**config.mk**
```make
export PLATFORM = sky130hd
export DESIGN_NAME = niuRegFile
export DESIGN_NICKNAME = d
export VERILOG_FILES = /design/src/niuPkg.sv /design/src/niuRegFile.sv
export SDC_FILE = /design/constraint.sdc
export NUM_CORES = 1
export LEC_CHECK = 0
export ABC_AREA = 0
export BUFFER_PORTS_ARGS = -buffer_cell sky130_fd_sc_hd__buf_2
export CAP_MARGIN = 20
export CORE_UTILIZATION = 55
export CTS_CLUSTER_SIZE = 10
export DETAILED_ROUTE_END_ITERATION = 12
export GPL_TIMING_DRIVEN = 0
export PLACE_DENSITY_LB_ADDON = 0.1
export SYNTH_ARGS = -nofsm -noshare
export SYNTH_HDL_FRONTEND = slang
export SYNTH_SLANG_ARGS = --single-unit
```
**constraint.sdc**
```tcl
create_clock -name clk -period 4.92 [get_ports clk]
set_clock_uncertainty 0.1 [all_clocks]
set_input_delay 0.492 -clock clk [delete_from_list [all_inputs] [get_ports clk]]
set_output_delay 0.492 -clock clk [all_outputs]
set_load 0.03 [all_outputs]
```
**src/niuPkg.sv**
```systemverilog
package niuPkg;

    // Vector types with a meaning
    typedef logic [31:0] wordT;
    typedef logic [4:0]  regIdxT;
    typedef logic [4:0]  opT;     // Opcode or ALU function
    typedef logic [16:0] immT;

    localparam int   INSTR_BYTES     = 4;
    localparam int   IMEM_WORDS      = 2048;
    localparam int   DMEM_WORDS      = 2048;
    localparam int   MEM_WORD_OFFSET = 2;  // Byte address to word index
    localparam wordT PC_START        = 32'h0000_0000;

    // Memory-mapped I/O
    localparam wordT ADDR_LEDR   = 32'hFFFF_0020;
    localparam wordT ADDR_LEDG   = 32'hFFFF_0040;
    localparam wordT ADDR_SWITCH = 32'hFFFF_0120;

    // Primary opcodes
    localparam opT OP1_ALUR = 5'b00000;
    localparam opT OP1_ADDI = 5'b00001;
    localparam opT OP1_ANDI = 5'b00101;
    localparam opT OP1_ORI  = 5'b00110;
    localparam opT OP1_XORI = 5'b00111;
    localparam opT OP1_SULI = 5'b01000;
    localparam opT OP1_SURI = 5'b01010;
    localparam opT OP1_SSRI = 5'b01011;
    localparam opT OP1_LW   = 5'b10000;
    localparam opT OP1_SW   = 5'b10011;
    localparam opT OP1_BEQ  = 5'b11000;
    localparam opT OP1_BNE  = 5'b11001;
    localparam opT OP1_BLT  = 5'b11010;
    localparam opT OP1_BLE  = 5'b11011;

    // Secondary functions, also the ALU function codes
    localparam opT OP2_SUB = 5'b00000;
    localparam opT OP2_ADD = 5'b00001;
    localparam opT OP2_NOT = 5'b00100;
    localparam opT OP2_AND = 5'b00101;
    localparam opT OP2_OR  = 5'b00110;
    localparam opT OP2_XOR = 5'b00111;
    localparam opT OP2_SUL = 5'b01000;
    localparam opT OP2_SUR = 5'b01010;
    localparam opT OP2_SSR = 5'b01011;
    localparam opT OP2_EQ  = 5'b10000;
    localparam opT OP2_NEQ = 5'b10001;
    localparam opT OP2_LT  = 5'b10010;
    localparam opT OP2_LEQ = 5'b10011;

    typedef enum logic [4:0] {
        FETCH, DECODE,
        ALU0, ALU1, ALU2,
        MEM0, MEM1, MEM2, MEM3, MEM4,
        BR0, BR1, BR2, BR3, BR4, BR5,
        ERROR
    } ctrlStateT;

    typedef enum logic [2:0] {
        NONE, PC, REG, MEM, ALU, IMM, IMMWORD
    } busSrcT;

    typedef struct packed {
        busSrcT busSrc;
        logic   loadPc;
        logic   incPc;
        logic   loadIr;
        logic   loadA;
        logic   loadB;
        logic   loadMar;
        logic   writeReg;
        logic   writeMem;
        regIdxT regSel;
        opT     aluFunc;
    } ctrlT;

endpackage
```
**src/niuRegFile.sv**
```systemverilog
`timescale 1ns/1ps

module niuRegFile (
    input  logic         clk,
    input  niuPkg::ctrlT ctrl,
    input  niuPkg::wordT bus,
    output niuPkg::wordT readData
);
    import niuPkg::*;

    wordT regs [32];

    always_ff @(posedge clk) begin
        if (ctrl.writeReg) begin
            regs[ctrl.regSel] <= bus;
        end
    end

    // Same select serves read and write
    assign readData = regs[ctrl.regSel];

endmodule

```
After elaboration in Yosys (flattened, before gate mapping)
Memories as Yosys holds them, arrays and structs flattened.
Index checks and enable logic that the tools add are counted.

cells by class
  multiplexer cells = 2

operators by type and width
  cell               count
  two-way mux 1 bit  2

word-level totals
  bits in registers = 0
  bits in writable memories = 1024
  output and inout bits = 32
  logic and storage cells = 3
  memories = 1

memory list
  memory  depth  bits a word  rd ports  clocked after Yosys merged registers in  write ports  line              text
  regs    32     32           1         0                                        1            niuRegFile.sv:11  wordT regs [32];

Logic depth before layout (Yosys ltp)
Gate-level depths: netlist of the first run.

  word-level depth = 2
  depth in mapped cells = 8
  mapped depth without buffers = 4

Least setup slack after synthesis of the first run
OpenSTA, ideal clock, no wires.

  path type = in2reg
  start point = input ctrl[6] (netlist name)
  end point = memory regs[27][0] (netlist name) (enable)
  setup time = 0.461 ns
  data arrival time = 3.700 ns
  data required time = 4.359 ns
  slack = 0.659 ns
  cell stages on the path = 6
  path buffers = 4
  cells stage by stage = clkbuf_1 > buf_4 > buf_2 > buf_2 > nand3_1 > nor3_1

RTL lines
  what                line              text
  start: declaration  niuRegFile.sv:5   input niuPkg::ctrlT ctrl,
  end: declaration    niuRegFile.sv:11

Straight into the memory's write port.

Worst setup path after layout of the first run
  start point = input ctrl[8] (netlist name)
  end point = output readData[19]

between the ends
  longest elaborated chain between the ends = 1

RTL lines
  what                  line             text
  memory (32 x 32 bit)  n/a
  end: declaration      niuRegFile.sv:7  output niuPkg::wordT readData

Every way passes these cells.

==> run_results.csv, run 1 <==
group,metric,value,unit
global_routing,grt_usage,0.291,
clocking,cts_root_buffer,"clkbuf_16",
sta,worst_pin_slew,1.10,ns
clocking,ctsResizeCount,0,
status,run_status,"finished, final reports clean",
global_routing,overflow,0,
power,powerDensity,400,mW/mm2
logic_synthesis,syn_nets,2129,
finish,final_area,0.0447,mm2
job,drv_cap,0,
setup_path,cp.arrival,3.61,ns
detailed_routing,drc,0,
logic_synthesis,synthCells,2075,
logic_synthesis,avgSynthCellArea,18.8,um2
finish,nNetsFinal,2358,
sta,min_period_over_period,0.854,
sta,hold_viol,0,
sta,final-max-slew-violation-count,0,
detailed_routing,drt_iter0_markers,2485,
detailed_routing,ant_nets,0,
clocking,cts.clk_slew.worst_paths,0.05,ns
floorplanning,start_util,0.557,
global_routing,grt_max_degree,33,
finish,largest_register,"regs",
floorplanning,dieArea,0.0722,mm2
sta,clock.fmax,238,MHz
global_routing,grt_pass1_vias,20600,
detailed_routing,via_count,21000,
detailed_routing,post_drt_wl_per_cell,32.1,um
place,place_congestion,0.830,
clocking,h-tree-depth,3,
place,placed_area,0.0417,mm2
finish,area_growth,14.3,%
place,port_buffers,68,
setup_path,crit_chain,"buf_2 -> buf_6 -> buf_2 -> nand4b_1 -> clkbuf_1 -> o22ai_1 -> nor4_1 -> nand2_1 -> buf_2",
power,leakage,15.5,nW
power,pwr-share-seq,0.544,
power,power.share.clock,0.402,
place,dp_hpwl,67500,um
detailed_routing,viasPerCell,6.43,
floorplanning,fp.dieH,269,um
clocking,clockBufferDepth,3,
sta,max_slew_margin,0.265,
sta,holdWs,0.217,ns
setup_path,cp.required,4.33,ns
logic_synthesis,synth_seq_area_share,0.786,
min_path,worstHoldStart,"bus[1]",
setup_path,path_max_fanout,10,
clocking,postCtsSetupBuffers,0,
setup_path,crit_slowest_cell,"clkbuf_1",
floorplanning,die_w,269,um
finish,drive_above_1_share,0.162,
floorplanning,core_region_area,0.0701,mm2
min_path,holdPathEnd,"regs[28][1]",
power,p_sw,3.74,mW
sta,layout_setup_ws,0.718,ns
setup_path,critPathCaptureType,"output port",
min_path,holdPathStages,1,
clocking,cts_tree,"done",
global_routing,grt_pass1_wl,145000,um
logic_synthesis,yosys.cell_types.count,22,
power,swShare,0.209,
finish,reg_top3,"regs (1024)",
detailed_routing,wl,105000,um
logic_synthesis,synth_seq_cells,1024,
clocking,hold_buffers,0,
sta,fin_crit,4.20,ns
power,ir_worst_vdd,292,uV
power,p_int,14.1,mW
logic_synthesis,yosys_warnings,0,
global_routing,antenna_found_initial,8,
setup_path,cp_common_cell,"buf_2",
min_path,hold_path.class,"input port to flop",
setup_path,critPathLaunchType,"input port",
setup_path,cp_slowest_stage_delay,0.70,ns
clocking,cts_buffers,113,
power,report.power.total,17.9,mW
setup_path,crit_type,"input port to output port",
floorplanning,io_pins,86,
power,pwr-share-comb,0.053,
clocking,cts.sink_count,1024,
finish,largest_register_ffs,1024,
place,pre_cts_ws,0.557,ns
floorplanning,num_rows,97,
logic_synthesis,synth_area,0.0391,mm2
sta,setup_viol,0,
detailed_routing,firstDrtPassIters,8,
sta,rsz0062_at_grt,"no",
## worst max-delay path by stage
stage                       start            to  slack (ns)
after detailed placement  ctrl[6]  regs[27][19]        0.56
after global routing      ctrl[6]   readData[7]        0.57
after global placement    ctrl[6]  regs[27][19]       -2.81
final                     ctrl[8]  readData[19]        0.72
after CTS                 ctrl[6]   readData[7]        0.76
after floorplan           ctrl[6]   regs[27][0]        0.66
## cells in the final DEF (no fill, tap or decap), types with 2 or more instances in the layout
| cell type | synthesis | routed |
|---|---|---|
| buf_12 | 0 | 23 |
| buf_16 | 0 | 7 |
| buf_2 | 81 | 149 |
| buf_4 | 2 | 4 |
| buf_6 | 19 | 31 |
| buf_8 | 0 | 2 |
| clkbuf_1 | 23 | 31 |
| clkbuf_16 | 0 | 117 |
| diode_2 | 0 | 2 |
| edfxtp_1 | 1024 | 1024 |
| inv_6 | 0 | 2 |
| mux2i_1 | 512 | 512 |
| nand2_1 | 34 | 34 |
| nand3_1 | 2 | 2 |
| nand3b_1 | 4 | 4 |
| nand4b_1 | 4 | 4 |
| nand4bb_1 | 6 | 6 |
| nor2_4 | 0 | 28 |
| nor3_2 | 0 | 4 |
| nor4_1 | 64 | 64 |
| o22ai_1 | 256 | 256 |
| or3b_2 | 3 | 3 |
| or4b_4 | 3 | 3 |
## cell usage after synthesis (all sizes together)
master   number  area, um2
nor4         64        400
nor3          4       20.0
nor2         29        109
nand3         2       10.0
edfxtp     1024      30700
or4           1       11.3
or3b          3       26.3
o22ai       256       1600
buf         103        638
nand4b        4       35.0
or3           1       6.26
clkbuf       23       86.3
nand4         1       6.26
mux2i       512       5120
nand3b        4       30.0
or4b          4       51.3
nand2        34        128
nand4bb       6       67.6
## cell families after synthesis
kind of cell	synth area share
flip-flops	0.786
AND/OR/NAND/NOR	0.0230
buffers and inverters	0.0185
AO/OA/AOI/OAI	0.0410
multiplexers	0.131
## final cells by class
type                    count  area (um2)
diodes                      2        5.00
plain buffers             126         724
clock buffers             125        2960
clock inverters             4        30.0
fillers                  4902       25500
multi-input cells         925        7860
flip-flops and latches   1024       30700
well taps                 940        1180
repair buffers            114        1170
## critical path: cells and delay by family
kind	cells	cell delay [ns]
buf+inv	5	1.47
simple gates	3	1.44
compound gates	1	0.17
## power by group through the flow
stage | sequential, mW | clock [mW] | combinational, mW
2_1_floorplan | 9.91 | 0 | 0.509
3_3_place_gp | 9.92 | 0 | 0.898
3_5_place_dp | 9.91 | 0 | 0.948
4_1_cts | 9.74 | 7.24 | 0.950
5_1_grt | 9.74 | 7.56 | 0.995
6_report | 9.74 | 7.20 | 0.956
## routing by layer
| metal | routed length, um | track usage | part of all wire |
|---|---|---|---|
| met5 | 36 | 0 | 0.00034 |
| met4 | 3570 | 0.103 | 0.034 |
| met3 | 8720 | 0.0500 | 0.083 |
| met2 | 49700 | 0.466 | 0.48 |
| met1 | 42500 | 0.407 | 0.41 |
## per-stage QoR
| stage | util | cells | TNS, ns |
|---|---|---|---|
| 4_1_cts | 0.637 | 3258 | 0 |
| 2_1_floorplan | - | 2075 | 0 |
| 3_5_place_dp | 0.594 | 3129 | 0 |
| 6_report | 0.637 | 3260 | 0 |
| 3_3_place_gp | 0.579 | 3083 | -858.11 |
| 5_1_grt | 0.637 | 3259 | 0 |
Power figures use the tool's default switching activity.
==> inputs of run 2 (changes only) <==
Settings changed: RECOVER_POWER set to 100.
==> run 2 against run 1 <==
Compared with the run above: the flow now finishes with violations (capacitance limit, slew limit); die area unchanged; via count is 0.38% lower; critical path depth did not move; routed wire length down 0.15%; critical endpoint is now regs[25][15]; largest cell class unchanged.
==> run_results.csv, run 2 (synthesis results as in run 1) <==
group,metric,value,unit
detailed_routing,drc,0,
global_routing,overflow,0,
setup_path,setup.worst_path.start,"ctrl[6]",
detailed_routing,routed.top_layer,"met5",
sta,layout_setup_ws,0.279,ns
clocking,hold_buffers,0,
setup_path,critPathTopFamily,"buffers and inverters",
finish,nNetsFinal,2358,
min_path,holdPathStages,1,
status,violations,"capacitance limit, slew limit",
floorplanning,fp.dieH,269,um
detailed_routing,wl_met3,8570,um
detailed_routing,met1_length,42500,um
sta,worst_pin_slew,2.77,ns
clocking,clockBufferDepth,3,
detailed_routing,firstDrtPassIters,6,
floorplanning,core_region_area,0.0701,mm2
power,powerDensity,405,mW/mm2
detailed_routing,viasPerCell,6.40,
power,power.share.clock,0.403,
power,pwr-share-comb,0.052,
global_routing,grt_max_degree,33,
floorplanning,io_pins,86,
place,dpl.cell_count,3129,
sta,min_period_over_period,0.943,
sta,setup_viol,0,
setup_path,cp.required,5.15,ns
sta,max_slew_margin,-0.855,
clocking,cts.sink_count,1024,
power,swShare,0.209,
setup_path,path_max_fanout,10,
setup_path,cp_slowest_stage_delay,1.38,ns
setup_path,cp.arrival,4.87,ns
setup_path,critPathCaptureType,"flop",
finish,largest_register_ffs,1024,
power,leakage,15.2,nW
finish,final_common_cell,"edfxtp_1",
detailed_routing,drt_iter0_markers,2533,
sta,rsz0062_at_grt,"no",
setup_path,crit_slowest_cell,"nor3_1",
global_routing,grt_pass1_wl,145000,um
clocking,cts_tree,"done",
clocking,postCtsSetupBuffers,0,
finish,fin_util,0.628,
clocking,h-tree-depth,3,
clocking,cts_root_buffer,"clkbuf_16",
clocking,ctsResizeCount,0,
floorplanning,num_rows,97,
status,run_status,"finished, violations left",
place,pre_cts_ws,0.557,ns
setup_path,cp_common_cell,"clkbuf_1",
min_path,holdPathEnd,"regs[15][19]",
global_routing,grt_usage,0.291,
finish,fillCellCount,5018,
global_routing,grt_pass1_vias,20600,
detailed_routing,ant_nets,0,
power,p_int,14.1,mW
floorplanning,die_w,269,um
sta,hold_viol,0,
job,drv_cap,30,
finish,area_growth,12.7,%
finish,reg_top3,"regs (1024)",
finish,final_cell_mix,"edfxtp_1, mux2i_1, o22ai_1",
min_path,hold_path.class,"input port to flop",
detailed_routing,post_drt_wl_per_cell,32.0,um
floorplanning,dieArea,0.0722,mm2
sta,clock.fmax,215,MHz
setup_path,critPathLaunchType,"input port",
sta,fin_crit,4.64,ns
finish,stdcell_count,3260,
setup_path,path_buf_inv,7,
clocking,cts.clk_slew.worst_paths,0.05,ns
clocking,cts_buffers,113,
global_routing,antenna_found_initial,8,
min_path,worstHoldStart,"bus[19]",
setup_path,crit_type,"input port to flop",
finish,drive_above_1_share,0.113,
detailed_routing,met2_wirelength,49600,um
detailed_routing,wl,104000,um
power,pwr-share-seq,0.546,
sta,fin_setup_tns,0,ns
setup_path,crit_chain,"clkbuf_1 -> clkbuf_1 -> buf_2 -> buf_2 -> nand3b_1 -> nor3_1 -> clkbuf_1 -> clkbuf_1 -> clkbuf_2",
floorplanning,start_util,0.557,
sta,final-max-slew-violation-count,430,
power,ir_worst_vdd,293,uV
place,place_congestion,0.830,
finish,largest_register,"regs",
detailed_routing,via_count,20900,
power,p_sw,3.73,mW
place,dp_hpwl,67500,um
place,port_buffers,68,
## run 2: cell types whose count changed in the layout (fill, tap and decap cells not counted), sizes merged
cell / change
dlymetal6s4s: +1
clkbuf: +90
dlymetal6s2s: +1
buf: -92
## run 2: per-layer routing
layer	GRT usage	vias to the layer above
met4	0.103	6
met3	0.0500	239
met5	0	-
li1	-	8851
met2	0.466	1016
met1	0.407	10800
## run 2: stage by stage
stage | cell area [um2] | hold WS, ns | total power, mW
2_1_floorplan | 39100 | 0.491 | 10.4
3_3_place_gp | 40600 | 0.865 | 10.8
3_5_place_dp | 41700 | 0.885 | 10.9
4_1_cts | 44700 | 0.176 | 17.9
5_1_grt | 44100 | 0.553 | 18.3
6_report | 44100 | 0.525 | 17.9
## run 2: worst max-delay path by stage
stage                   endpoint  cells after the start
floorplan            regs[27][0]                      6
global placement    regs[27][19]                      6
detailed placement  regs[27][19]                      9
CTS                  readData[7]                      8
global route        regs[25][14]                      9
finish              regs[25][15]                      9
## run 2: cell type report
type / instances / area (um2) / area share
Timing Repair Buffer: 114 / 808 / 0.0183
Multi-Input combinational cell: 925 / 7630 / 0.173
Clock buffer: 125 / 2960 / 0.0671
Antenna cell: 2 / 5.00 / 0.000114
Sequential cell: 1024 / 30700 / 0.698
Clock inverter: 4 / 30.0 / 0.000681
Tap cell: 940 / 1180 / 0.0267
Buffer: 126 / 713 / 0.0162
## run 2: power by group through the flow
stage / sequential, mW / clock, mW / combinational, mW
final: 9.75 / 7.19 / 0.926
after global routing: 9.75 / 7.56 / 0.966
after CTS: 9.74 / 7.24 / 0.950
after detailed placement: 9.91 / 0 / 0.948
after global placement: 9.92 / 0 / 0.898
after floorplan: 9.91 / 0 / 0.509
