==> config.mk <==
export PLATFORM = sky130hd
export DESIGN_NAME = niuAlu
export DESIGN_NICKNAME = d
export VERILOG_FILES = /design/src/niuPkg.sv /design/src/niuAlu.sv
export SDC_FILE = /design/constraint.sdc
export NUM_CORES = 1
export LEC_CHECK = 0
export ABC_AREA = 1
export BUFFER_PORTS_ARGS = -buffer_cell sky130_fd_sc_hd__clkbuf_2
export CAP_MARGIN = 0
export CORE_MARGIN = 2
export CORE_UTILIZATION = 35
export DETAILED_ROUTE_END_ITERATION = 10
export GPL_TIMING_DRIVEN = 1
export RECOVER_POWER = 25
export SLEW_MARGIN = 10
export SYNTH_ARGS = -nofsm -noshare
export SYNTH_HDL_FRONTEND = slang
export SYNTH_SLANG_ARGS = --single-unit
==> constraint.sdc <==
create_clock -name clk -period 4.5 [get_ports clk]
set_input_delay 0.9 -clock clk [delete_from_list [all_inputs] [get_ports clk]]
set_output_delay 0.9 -clock clk [all_outputs]
set_load 0.1 [all_outputs]
==> src/niuPkg.sv <==
package niuPkg;

    // Vector types with a meaning
    typedef logic [31:0] wordT;
    typedef logic [4:0]  regIdxT;
    typedef logic [4:0]  opT;     // Opcode or ALU function
    typedef logic [16:0] immT;

    localparam int   INSTR_BYTES     = 4;
    localparam int   IMEM_WORDS      = 2048;
    localparam int   DMEM_WORDS      = 2048;
    localparam int   MEM_WORD_OFFSET = 2;  // Byte address to word index
    localparam wordT PC_START        = 32'h0000_0000;

    // Memory-mapped I/O
    localparam wordT ADDR_LEDR   = 32'hFFFF_0020;
    localparam wordT ADDR_LEDG   = 32'hFFFF_0040;
    localparam wordT ADDR_SWITCH = 32'hFFFF_0120;

    // Primary opcodes
    localparam opT OP1_ALUR = 5'b00000;
    localparam opT OP1_ADDI = 5'b00001;
    localparam opT OP1_ANDI = 5'b00101;
    localparam opT OP1_ORI  = 5'b00110;
    localparam opT OP1_XORI = 5'b00111;
    localparam opT OP1_SULI = 5'b01000;
    localparam opT OP1_SURI = 5'b01010;
    localparam opT OP1_SSRI = 5'b01011;
    localparam opT OP1_LW   = 5'b10000;
    localparam opT OP1_SW   = 5'b10011;
    localparam opT OP1_BEQ  = 5'b11000;
    localparam opT OP1_BNE  = 5'b11001;
    localparam opT OP1_BLT  = 5'b11010;
    localparam opT OP1_BLE  = 5'b11011;

    // Secondary functions, also the ALU function codes
    localparam opT OP2_SUB = 5'b00000;
    localparam opT OP2_ADD = 5'b00001;
    localparam opT OP2_NOT = 5'b00100;
    localparam opT OP2_AND = 5'b00101;
    localparam opT OP2_OR  = 5'b00110;
    localparam opT OP2_XOR = 5'b00111;
    localparam opT OP2_SUL = 5'b01000;
    localparam opT OP2_SUR = 5'b01010;
    localparam opT OP2_SSR = 5'b01011;
    localparam opT OP2_EQ  = 5'b10000;
    localparam opT OP2_NEQ = 5'b10001;
    localparam opT OP2_LT  = 5'b10010;
    localparam opT OP2_LEQ = 5'b10011;

    typedef enum logic [4:0] {
        FETCH, DECODE,
        ALU0, ALU1, ALU2,
        MEM0, MEM1, MEM2, MEM3, MEM4,
        BR0, BR1, BR2, BR3, BR4, BR5,
        ERROR
    } ctrlStateT;

    typedef enum logic [2:0] {
        NONE, PC, REG, MEM, ALU, IMM, IMMWORD
    } busSrcT;

    typedef struct packed {
        busSrcT busSrc;
        logic   loadPc;
        logic   incPc;
        logic   loadIr;
        logic   loadA;
        logic   loadB;
        logic   loadMar;
        logic   writeReg;
        logic   writeMem;
        regIdxT regSel;
        opT     aluFunc;
    } ctrlT;

endpackage
==> src/niuAlu.sv <==
`timescale 1ns/1ps

module niuAlu (
    input  logic         clk,
    input  logic         reset,
    input  niuPkg::ctrlT ctrl,
    input  niuPkg::wordT bus,
    output niuPkg::wordT result,
    output logic         cmpTrue
);
    import niuPkg::*;

    wordT opA, opB;
    logic [4:0] shamt;

    always_ff @(posedge clk or posedge reset) begin
        if (reset) begin
            opA <= '0;
            opB <= '0;
        end else begin
            if (ctrl.loadA) opA <= bus;
            if (ctrl.loadB) opB <= bus;
        end
    end

    assign shamt = opB[4:0];

    always_comb begin
        case (ctrl.aluFunc)
            OP2_SUB: result = opA - opB;
            OP2_ADD: result = opA + opB;
            OP2_NOT: result = ~opA;
            OP2_AND: result = opA & opB;
            OP2_OR:  result = opA | opB;
            OP2_XOR: result = opA ^ opB;
            OP2_SUL: result = opA << shamt;
            OP2_SUR: result = opA >> shamt;
            OP2_SSR: result = wordT'($signed(opA) >>> shamt);  // Keeps the sign
            OP2_EQ:  result = wordT'(opA == opB);
            OP2_NEQ: result = wordT'(opA != opB);
            OP2_LT:  result = wordT'($signed(opA) < $signed(opB));
            OP2_LEQ: result = wordT'($signed(opA) <= $signed(opB));
            default: result = '0;
        endcase
    end

    assign cmpTrue = result[0];  // Branch test in BR2

endmodule

# == Word-level counts from Yosys, hierarchy flattened ==
# Index checks and enable logic that the tools add are counted.
# totals
regBits,64
latch_bits,0
ramBits,0
mem_bits_ro,0
wordCells,29
memories,0
# classes
add_sub_neg,2
mul,0
n_div,0
order_cmp,2
n_eq_ne,14
shift,3
n_mux,1
n_bitwise,4
n_reduce_logical,1
# op_table
cell,n
case mux 32 bit (13 select lines),1
adder 32 bit,1
AND 32 bit,1
equality test 32 bit,1
<= comparator 32 bit,1
less-than comparator 32 bit,1
!= test 32 bit,1
NOT 32 bit,1
OR 32 bit,1
left shift 32 x 5 -> 32 bit,1
>> shifter 32 x 5 -> 32 bit,1
>>> shifter 32 x 5 -> 32 bit,1
subtractor 32 bit,1
XOR 32 bit,1
"equality test 5 x 3 -> 1 bit, second input constant",4
"equality test 5 bit, second input constant",4
"equality test 5 x 4 -> 1 bit, second input constant",3
"equality test 5 x 1 -> 1 bit, second input constant",1
logical NOT 5 bit,1

# == Longest topological paths before layout ==
# Gate-level depths: netlist of run 1.
# logic_depth
word_depth,2
ltp_mapped,21
mapped_depth_nobuf,17

# == Worst setup path before layout of run 1 ==
# No wires, ideal clock.
# synth_timing
kind,flip-flop to output port
from,reg opB[4]
to,out result[0]
arrival_time_ps,3441
t_required_ps,3600
path_slack_ps,159
path_stages_with_launch,21
n_path_buf,5
cell_sequence,dfrtp_1 > clkbuf_1 > inv_1 > buf_6 > clkbuf_1 > ha_1 > buf_2 > nor2_1 > nand2_1 > inv_1 > nand3_1 > nand2_1 > nand2_1 > nand2_1 > nand2_1 > nand3_1 > nand3_1 > nand2_1 > inv_1 > nand2_1 > buf_4
# synth_between
elab_chain_cells,2
# synth_rtl
element,line_no,rtl
start: declaration,niuAlu.sv:13,"wordT opA, opB;"
start signal: assignment,niuAlu.sv:22,if (ctrl.loadB) opB <= bus;
"<= comparator 32 bit, or another cell as far along",niuAlu.sv:42,OP2_LEQ: result = wordT'($signed(opA) <= $signed(opB));
case mux 32 bit (13 select lines) *,niuAlu.sv:29,case (ctrl.aluFunc)
end: declaration,niuAlu.sv:8,"output niuPkg::wordT result,"
# Every way passes the cells marked *; elsewhere a longest branch is shown, timed or not.

# == Worst setup path in the final report of run 1 ==
# layout_timing
from,reg opA[21]
to,out result[26]
# layout_between
elab_chain_cells,2
# layout_rtl
element,line_no,rtl
start: declaration,niuAlu.sv:13,
start signal: assignment,niuAlu.sv:21,if (ctrl.loadA) opA <= bus;
"adder 32 bit, or another cell as far along",niuAlu.sv:31,OP2_ADD: result = opA + opB;
case mux 32 bit (13 select lines) *,niuAlu.sv:29,
# Marked as above.

==> results by group, run 1 <==
STA
  • RSZ-0062 raised after global routing: false
  • Final Cycle Share: 0.976
  • Final Setup Violations: 0
  • Worst slew margin: -0.0518
  • Setup Skew: 0 ps
  • Final max-slew violation count: 72
  • Final min period: 4390 ps
  • Actual slew at the worst max-slew pin: 1580 ps
  • F_max: 228 MHz
  • Hold Vio Cnt, Final: 0
  • Final TNS setup: 0 ps

Logic synthesis
  • Seq cells post-synth: 64
  • Post-synthesis cell area: 12500 um2
  • Ys async rst share: 1.00
  • Mean Syn Cell Area: 5.47 um2
  • Post-synth cell types: 52
  • Synth Flop Type: dfrtp_1
  • EDFF count, synth: 0
  • Cells after Synth: 2284
  • YS warnings: 0
  • Seq/Total Area, Yosys: 0.128
  • Syn nets: 2438

Detailed routing
  • Final ANT Viol Nets: 0
  • Metal-1 WL: 25.2 mm
  • Routed met3 length: 5.00 mm
  • Post-DR vias/cell: 5.77
  • DR iter-0 viols: 1988
  • Wire per inst: 21.7 um
  • Via count: 16000
  • Residual DRC: 0
  • Routed met2 length: 26.9 mm
  • DR top layer: met4
  • Initial DRT Pass Iterations: 6
  • Total Wirelength: 60.0 mm

Floorplan
  • Starting Density: 0.354
  • Die area: 37200 um2
  • Core area: 35300 um2
  • Die span in y: 193 um
  • Row count: 69
  • Io pins: 88
  • Die X: 193 um

CTS
  • Total setup buffers inserted after CTS: 0
  • Root buffer cell: clkbuf_16
  • CTS tree: yes
  • CTS buffer count: 9
  • CTS H-tree lvls: 3
  • Worst-skew pair later-pin latency: 370 ps
  • Reg clk slew, reported paths: 60 ps
  • Cts repair resizes: 0
  • Clock buffer depth: 2
  • Sink Count: 64
  • # hold bufs at CTS: 0

Flow run
  • Max_cap viols: 2

Worst setup path
  • CP startpoint kind: register
  • Crit end category: output port
  • Worst endpoint required time: 3600 ps
  • CP cell instances: inv_1, ha_1, nor2_1, nand2_1, nor3_1, nand3_1, nand3_1, nand2_1, nand3_1, nand3_1, buf_12
  • Worst-path fanout max: 8
  • Max stage delay on crit path: 600 ps
  • Critical path class: reg2out
  • Data arrival, critical path: 3490 ps
  • CP most frequent cell: nand3_1
  • Crit-path slowest cell: dfrtp_1

Power
  • Leak Pwr: 7.33 nW
  • Max VDD drop: 198 uV
  • PD cells: 278 nW/um2

Finish
  • Final Non-Filler Cells: 2772
  • Share of post-route cells with drive strength above 1: 0.0796
  • Fin area: 14000 um2
  • Commonest non-fill, non-tap cell in the layout: nand2_1
  • Fillers: 3938
  • Layout area overhead: 12.2%
  • Nets: 2460
  • Ant diodes: 0
  • Most frequent cells in the layout: nand2_1 (754), nand3_1 (360), inv_1 (257)

Placed design
  • Area after DPL: 13700 um2
  • GP Congestion: 1.01
  • Post-DP HPWL: 48.0 mm
  • IO Port Bufs: 73
  • Placed insts: 2756

Outcome
  • Status: complete, but fails checks
  • Failing checks: max-capacitance violations, max-slew violations

Global routing
  • Overall routing resource usage: 0.325
  • Gr ovfl total: 0
  • Largest net degree at the start of global routing: 70
  • Initial antenna violation count: 0
  • First-pass GRT wire length: 89.8 mm
  • Vias in the first global route: 14800

Min path
  • Worst hold path type: reg2reg
## power breakdown
group / switching, mW / internal, mW / total (mW)
clock network: 0.315 / 0.442 / 0.757
logic: 1.73 / 0.694 / 2.43
registers: 0.0821 / 0.627 / 0.709
total: 2.13 / 1.76 / 3.90
## cell type report
type	count	area [um2]	area share
clock inverters	4	45.0	0.00322
inverters	270	1020	0.0726
multi-input cells	1840	9240	0.660
well taps	461	577	0.0412
clock buffers	12	246	0.0176
flip-flops and latches	64	1610	0.115
repair buffers	121	1270	0.0907
## per-layer routing
layer	global-route usage	vias to the layer above
met3	0.0453	147
met5	0	-
met1	0.430	7542
met4	0.147	0
met2	0.523	828
li1	-	7482
## state kept, by name (all words and copies together) (netlist names)
signal  flops
opA        32
opB        32
## Yosys cell counts (all sizes together), types with 3 or more instances
library cell / number / area, um2
a21oi: 100 / 508
a221oi: 3 / 38.8
a31oi: 4 / 25.0
and2: 15 / 96.3
buf: 76 / 484
clkbuf: 34 / 148
dfrtp: 64 / 1600
ha: 97 / 1210
inv: 268 / 1010
nand2: 757 / 2850
nand3: 365 / 1870
nand3b: 10 / 75.1
nand4: 43 / 284
nor2: 186 / 754
nor3: 22 / 110
o211ai: 17 / 128
o21a: 9 / 67.6
o21ai: 157 / 786
o21bai: 14 / 105
o22ai: 15 / 93.8
or2: 8 / 50.1
## path summary, 6_finish.rpt
check                        endpoint    start  slack, ps  cells after the start
setup reg to reg               opB[2]   opB[2]       3160                      3
setup / recovery           result[26]  opA[21]        110                     11
max in group asynchronous     opB[15]    reset       2380                      3
hold / removal                opA[15]  opA[15]        570                      2
hold reg to reg               opA[15]  opA[15]        570                      2
min in group asynchronous      opA[1]    reset        940                      2
## stage by stage
step | total power, mW | worst slack, ps | utilization | hold WS, ps
after CTS | 3.83 | 207 | 0.396 | 581
after global placement | 3.06 | 582 | 0.388 | 541
after floorplan | 2.29 | 159 | - | 537
after global routing | 4.12 | 43.2 | 0.397 | 609
final | 3.90 | 108 | 0.397 | 574
after detailed placement | 3.07 | 554 | 0.388 | 572
## worst max-delay path: cells and delay by family (launching register included)
family	cells	cell delay [ps]
flops	1	600
fa+ha+maj	1	480
buf+inv	2	350
simple gates	8	1680
## cells by family after synthesis
group	Yosys count	share of synthesized area
fa+ha+maj	99	0.100
buf+inv	380	0.132
flops	64	0.128
compound gates	331	0.149
xor+xnor	2	0.00140
simple gates	1408	0.489
Power figures use the tool's default switching activity.
==> run 2: changes to the inputs <==
--- a/config.mk
+++ b/config.mk
@@ -6,11 +6,11 @@
 export NUM_CORES = 1
 export LEC_CHECK = 0
 export ABC_AREA = 1
-export BUFFER_PORTS_ARGS = -buffer_cell sky130_fd_sc_hd__clkbuf_2
 export CAP_MARGIN = 0
 export CORE_MARGIN = 2
 export CORE_UTILIZATION = 35
 export DETAILED_ROUTE_END_ITERATION = 10
+export DONT_BUFFER_PORTS = 1
 export GPL_TIMING_DRIVEN = 1
 export RECOVER_POWER = 25
 export SLEW_MARGIN = 10
==> results by group, run 2 (same netlist as run 1, synthesis figures left out) <==
Outcome
  • Status: completed

Floorplan
  • Core area: 35300 um2
  • Die area: 37200 um2
  • Row count: 69
  • Die span in y: 193 um
  • Io pins: 88
  • Die X: 193 um
  • Starting Density: 0.354

Power
  • Cell-internal power: 1.78 mW
  • Clock share of power: 0.209
  • Leak Pwr: 7.14 nW
  • Switching share of power: 0.539
  • PD cells: 281 nW/um2
  • Sequential share of power: 0.184
  • Max VDD drop: 196 uV
  • Comb power frac: 0.607
  • P_sw: 2.08 mW

Global routing
  • Initial antenna violation count: 2
  • First-pass GRT wire length: 87.0 mm
  • Largest net degree at the start of global routing: 71
  • Vias in the first global route: 14500
  • Overall routing resource usage: 0.316
  • Gr ovfl total: 0

Worst setup path
  • Critical path class: reg2out
  • CP cell instances: inv_1, ha_1, nor2_1, nand2_1, nor2_1, nand2_1, nand3_1, buf_4, nand3b_1, nand3_1, nor2_1, nand2_1, buf_12
  • CP Buf/Inv Count: 3
  • R2R setup slack: 2900 ps
  • Reg-to-Reg Start: opB[2]
  • R2R depth: 3
  • Reg-to-Reg End: opB[2]
  • Worst endpoint required time: 3600 ps
  • Data arrival, critical path: 3510 ps
  • Critical path depth: 13
  • Setup crit end: result[11]
  • Crit-path slowest cell: dfrtp_1
  • CP startpoint kind: register
  • Worst-path fanout max: 10
  • Crit-path leading delay family: simple AND/OR/NAND/NOR gates
  • Crit end category: output port
  • CP Launch Point: opA[10]
  • Max stage delay on crit path: 560 ps

CTS
  • Root buffer cell: clkbuf_16
  • CTS buffer count: 9
  • CTS H-tree lvls: 3
  • Reg clk slew, reported paths: 70 ps
  • Clock buffer depth: 2
  • Sink Count: 64
  • Worst-skew pair later-pin latency: 370 ps
  • CTS tree: yes
  • Total setup buffers inserted after CTS: 0

Placed design
  • GP Congestion: 1.10
  • IO Port Bufs: 0
  • Post-DP HPWL: 47.1 mm

Detailed routing
  • Wire per inst: 21.6 um
  • Via count: 15800
  • Post-DR vias/cell: 5.80
  • Initial DRT Pass Iterations: 6
  • Total Wirelength: 58.8 mm
  • DR iter-0 viols: 2059
  • Residual DRC: 0
  • Final ANT Viol Nets: 0

STA
  • Actual slew at the worst max-slew pin: 788 ps
  • Worst slew margin: 0.469
  • Final min period: 4410 ps
  • F_max: 227 MHz
  • Final max-slew violation count: 0
  • Final Cycle Share: 0.981
  • Final TNS setup: 0 ps
  • Setup Skew: 0 ps
  • Final Setup Violations: 0
  • RSZ-0062 raised after global routing: false
  • Hold Vio Cnt, Final: 0

Finish
  • Utilization after layout: 0.390
  • Most frequent cells in the layout: nand2_1 (753), nand3_1 (360), inv_1 (256)
  • Top Registers: opA (32), opB (32)
  • Commonest non-fill, non-tap cell in the layout: nand2_1
  • Ant diodes: 0
  • Nets: 2415
  • Layout area overhead: 10.3%
  • Share of post-route cells with drive strength above 1: 0.0622

Min path
  • Worst hold path type: in2async

Flow run
  • Max_cap viols: 0
run 2: power groups by stage:
stage          Combinational [mW]  Clock [mW]  Sequential, mW
2_1_floorplan                1.61           0           0.681
3_3_place_gp                 2.26           0           0.717
3_5_place_dp                 2.28           0           0.719
4_1_cts                      2.29       0.814           0.708
5_1_grt                      2.54       0.834           0.718
6_report                     2.35       0.806           0.713
run 2: worst min-delay path by stage:
stage | endpoint | start | slack [ps] | cells after the start
3_3_place_gp | opB[13] | opB[13] | 560 | 2
2_1_floorplan | opB[10] | opB[10] | 540 | 2
3_5_place_dp | opB[13] | opB[13] | 570 | 2
5_1_grt | opA[1] | reset | 590 | 1
6_report | opA[1] | reset | 520 | 1
4_1_cts | opA[1] | reset | 550 | 1
run 2: cell type report:
type                            count  area [um2]
Clock buffer                        9         225
Multi-Input combinational cell   1840        9240
Clock inverter                      7        95.1
Sequential cell                    64        1610
Tap cell                          461         577
Fill cell                        3905       21500
Inverter                          270        1020
Timing Repair Buffer               76        1000
run 2: stage by stage:
stage | std cells | hold slack (ps) | instance area [um2] | setup WS, ps | power, mW
2_1_floorplan | 2284 | 537 | 12500 | 159 | 2.29
3_3_place_gp | 2711 | 557 | 13400 | 624 | 2.98
3_5_place_dp | 2711 | 574 | 13400 | 589 | 2.99
4_1_cts | 2727 | 554 | 13800 | 195 | 3.81
5_1_grt | 2727 | 591 | 13800 | 9.70 | 4.09
6_report | 2727 | 520 | 13800 | 87.3 | 3.87
run 2: metal layers:
layer	part of all wire	GRT usage	routed length (um)
met2	0.45	0.511	26300
met3	0.10	0.0504	6150
met5	0.00044	0	26
met1	0.39	0.404	23100
met4	0.055	0.161	3260
run 2: worst register-to-register path, cell delays in order, from the launching register on:
cell	delay, ps
dfrtp_2	580
inv_2	140
buf_4	580
o21ai_0	160
run 2: what timing repair did:
item | CTS | global route
gates resized for setup | 0 | 1
hold buffers | 0 | 0
setup endpoints to repair | 0 | 1
==> run 3: changes to the inputs <==
--- a/config.mk
+++ b/config.mk
@@ -5,10 +5,10 @@
 export SDC_FILE = /design/constraint.sdc
 export NUM_CORES = 1
 export LEC_CHECK = 0
-export ABC_AREA = 1
 export CAP_MARGIN = 0
 export CORE_MARGIN = 2
 export CORE_UTILIZATION = 35
+export CTS_CLUSTER_SIZE = 14
 export DETAILED_ROUTE_END_ITERATION = 10
 export DONT_BUFFER_PORTS = 1
 export GPL_TIMING_DRIVEN = 1
==> results by group, run 3 <==
Placed design
  • Post-DP HPWL: 38.8 mm
  • GP Congestion: 0.989
  • Area after DPL: 13100 um2
  • Pre-CTS setup slack: -134 ps
  • IO Port Bufs: 0

Floorplan
  • Die area: 33400 um2
  • Io pins: 88
  • Row count: 65
  • Die span in y: 183 um
  • Die X: 183 um
  • Starting Density: 0.355
  • Core area: 31500 um2

Outcome
  • Status: complete, but fails checks
  • Failing checks: negative setup slack

Power
  • Leak Pwr: 5.86 nW
  • PD cells: 300 nW/um2
  • Max VDD drop: 198 uV

Finish
  • Multi-input gate area: 9450 um2
  • Most frequent cells in the layout: o21ai_0 (184), nor2_1 (174), nand2_1 (168)
  • Commonest non-fill, non-tap cell in the layout: o21ai_0
  • Sequential cell area: 1610 um2
  • Share of post-route cells with drive strength above 1: 0.235
  • Fin area: 14200 um2
  • Top Registers: opA (32), opB (32)
  • Nets: 1776
  • Layout area overhead: 27.0%
  • Fillers: 3105

Global routing
  • Gr ovfl total: 0
  • Vias in the first global route: 12500
  • First-pass GRT wire length: 78.9 mm
  • Overall routing resource usage: 0.311
  • Largest net degree at the start of global routing: 83
  • Initial antenna violation count: 2

STA
  • Actual slew at the worst max-slew pin: 844 ps
  • Final max-slew violation count: 0
  • Final Cycle Share: 1.02
  • Final Setup Violations: 3
  • RSZ-0062 raised after global routing: true
  • Worst slew margin: 0.432
  • Hold Vio Cnt, Final: 0
  • F_max: 218 MHz
  • Final WS setup: -84.4 ps
  • Setup Skew: 0 ps
  • Final min period: 4580 ps
  • WHS: 464 ps

Logic synthesis
  • Synth Flop Type: dfrtp_1
  • Cells after Synth: 1550
  • Syn nets: 1704
  • Seq cells post-synth: 64
  • Ys async rst share: 1.00
  • EDFF count, synth: 0
  • Largest cells by area after synthesis: dfrtp_1 (14%), ha_1 (11%), o21ai_0 (9.0%), mux4_2 (8.7%), a21oi_1 (6.4%)
  • Yosys top cell area share: 0.143
  • Mean Syn Cell Area: 7.21 um2
  • Cell with the most instances after synthesis: o21ai_0
  • Seq/Total Area, Yosys: 0.143
  • Post-synthesis cell area: 11200 um2
  • YS warnings: 0
  • Post-synth cell types: 85
  • Synth top cells by count: o21ai_0 (201), nor2_1 (176), nand2_1 (170), a21oi_1 (143)
  • Post-synth top area cell: dfrtp_1

Worst setup path
  • Worst endpoint required time: 3600 ps
  • Worst-path fanout max: 4
  • Crit end category: output port
  • CP startpoint kind: register
  • Data arrival, critical path: 3680 ps
  • Critical path class: reg2out

CTS
  • CTS tree: yes
  • Sink Count: 64
  • Clock buffer depth: 2
  • Reg clk slew, reported paths: 70 ps
  • Root buffer cell: clkbuf_16
  • CTS buffer count: 9
  • CTS H-tree lvls: 3
  • Worst-skew pair later-pin latency: 370 ps

Detailed routing
  • Initial DRT Pass Iterations: 7
  • Via count: 13100
  • Post-DR vias/cell: 6.43
  • Wire per inst: 25.7 um
  • Final ANT Viol Nets: 0
  • Residual DRC: 0
  • Total Wirelength: 52.1 mm
  • DR iter-0 viols: 1733

Min path
  • Worst hold path type: in2async

Flow run
  • Max_cap viols: 0
==> run 3: cell count changes after synthesis, sizes merged, moves of 16 or more <==
cell,delta
nand2,-586
nand3,-339
inv,-171
clkbuf,+52
mux4,+48
o21ai,+45
a21oi,+43
mux2i,+42
buf,-39
a211oi,+34
nand4,-31
nor4,+16
==> run 3: routing by layer <==
layer / global-route usage / wire (um)
met5: 0 / 11
met4: 0.117 / 1990
met3: 0.0457 / 4520
met2: 0.487 / 23300
met1: 0.434 / 22300
==> run 3: repair_timing <==
action                     4_1_cts  5_1_grt
hold buffers                     0        0
cloned                           3        0
setup buffers                    8        4
gates resized for setup         63       64
setup endpoints to repair       15       17
pin swaps                       22       19
==> run 3: critical path, cell delays in order (launching register included) <==
cell       delay, ps
dfrtp_1          400
buf_6            140
inv_6             50
ha_4             130
inv_2             40
fa_2             410
nand2b_4         100
a2111oi_4         80
o31ai_4          360
a211oi_4         130
o31a_1           400
buf_6            150
a31oi_4          200
nand2b_4         170
a41o_1           200
a2bb2oi_4        170
buf_12           190
==> run 3: final timing paths <==
| kind | slack (ps) | depth (start not counted) | to | start |
|---|---|---|---|---|
| min in group clk | 550 | 2 | opA[25] | opA[25] |
| max reg2reg | 3090 | 3 | opB[2] | opB[2] |
| max in group asynchronous | 3040 | 2 | opA[26] | reset |
| min | 460 | 1 | opA[11] | reset |
| max | -80 | 16 | result[30] | opA[0] |
| min reg2reg | 550 | 2 | opA[25] | opA[25] |
==> run 3: per-stage QoR <==
step            util  instances  total power, mW  setup TNS [ps]
2_1_floorplan      -       1550             2.38           -1070
3_3_place_gp   0.415       1999             3.19            -158
3_5_place_dp   0.415       1999             3.19            -231
4_1_cts        0.440       2026             4.11            -175
5_1_grt        0.451       2029             4.45            -804
6_report       0.451       2031             4.25            -194
==> run 3: layout make-up <==
cell class / count / area share
antenna: 2 / 0.000353
clock buffer: 13 / 0.0190
clock inverter: 3 / 0.00282
inverter: 99 / 0.0272
multi-input combinational: 1264 / 0.666
sequential: 64 / 0.114
tap: 402 / 0.0354
timing repair buffer: 184 / 0.135
==> run 3: cell families (layout without fill, tap and decap cells) <==
kind of cell	after synthesis	after routing	share of synthesized area
AND/OR/NAND/NOR	493	493	0.197
flip-flops	64	64	0.143
XOR/XNOR	18	18	0.0141
buffers and inverters	222	299	0.0817
multiplexers	99	99	0.145
other	0	2	0
AO/OA/AOI/OAI	555	555	0.306
adder cells (fa/ha/maj)	99	99	0.112
==> run 3: report_power, final <==
group          total (mW)  switching (mW)  internal [mW]
clock               0.774           0.301          0.473
sequential          0.667          0.0381          0.629
combinational        2.81            1.75           1.07
total                4.25            2.09           2.17
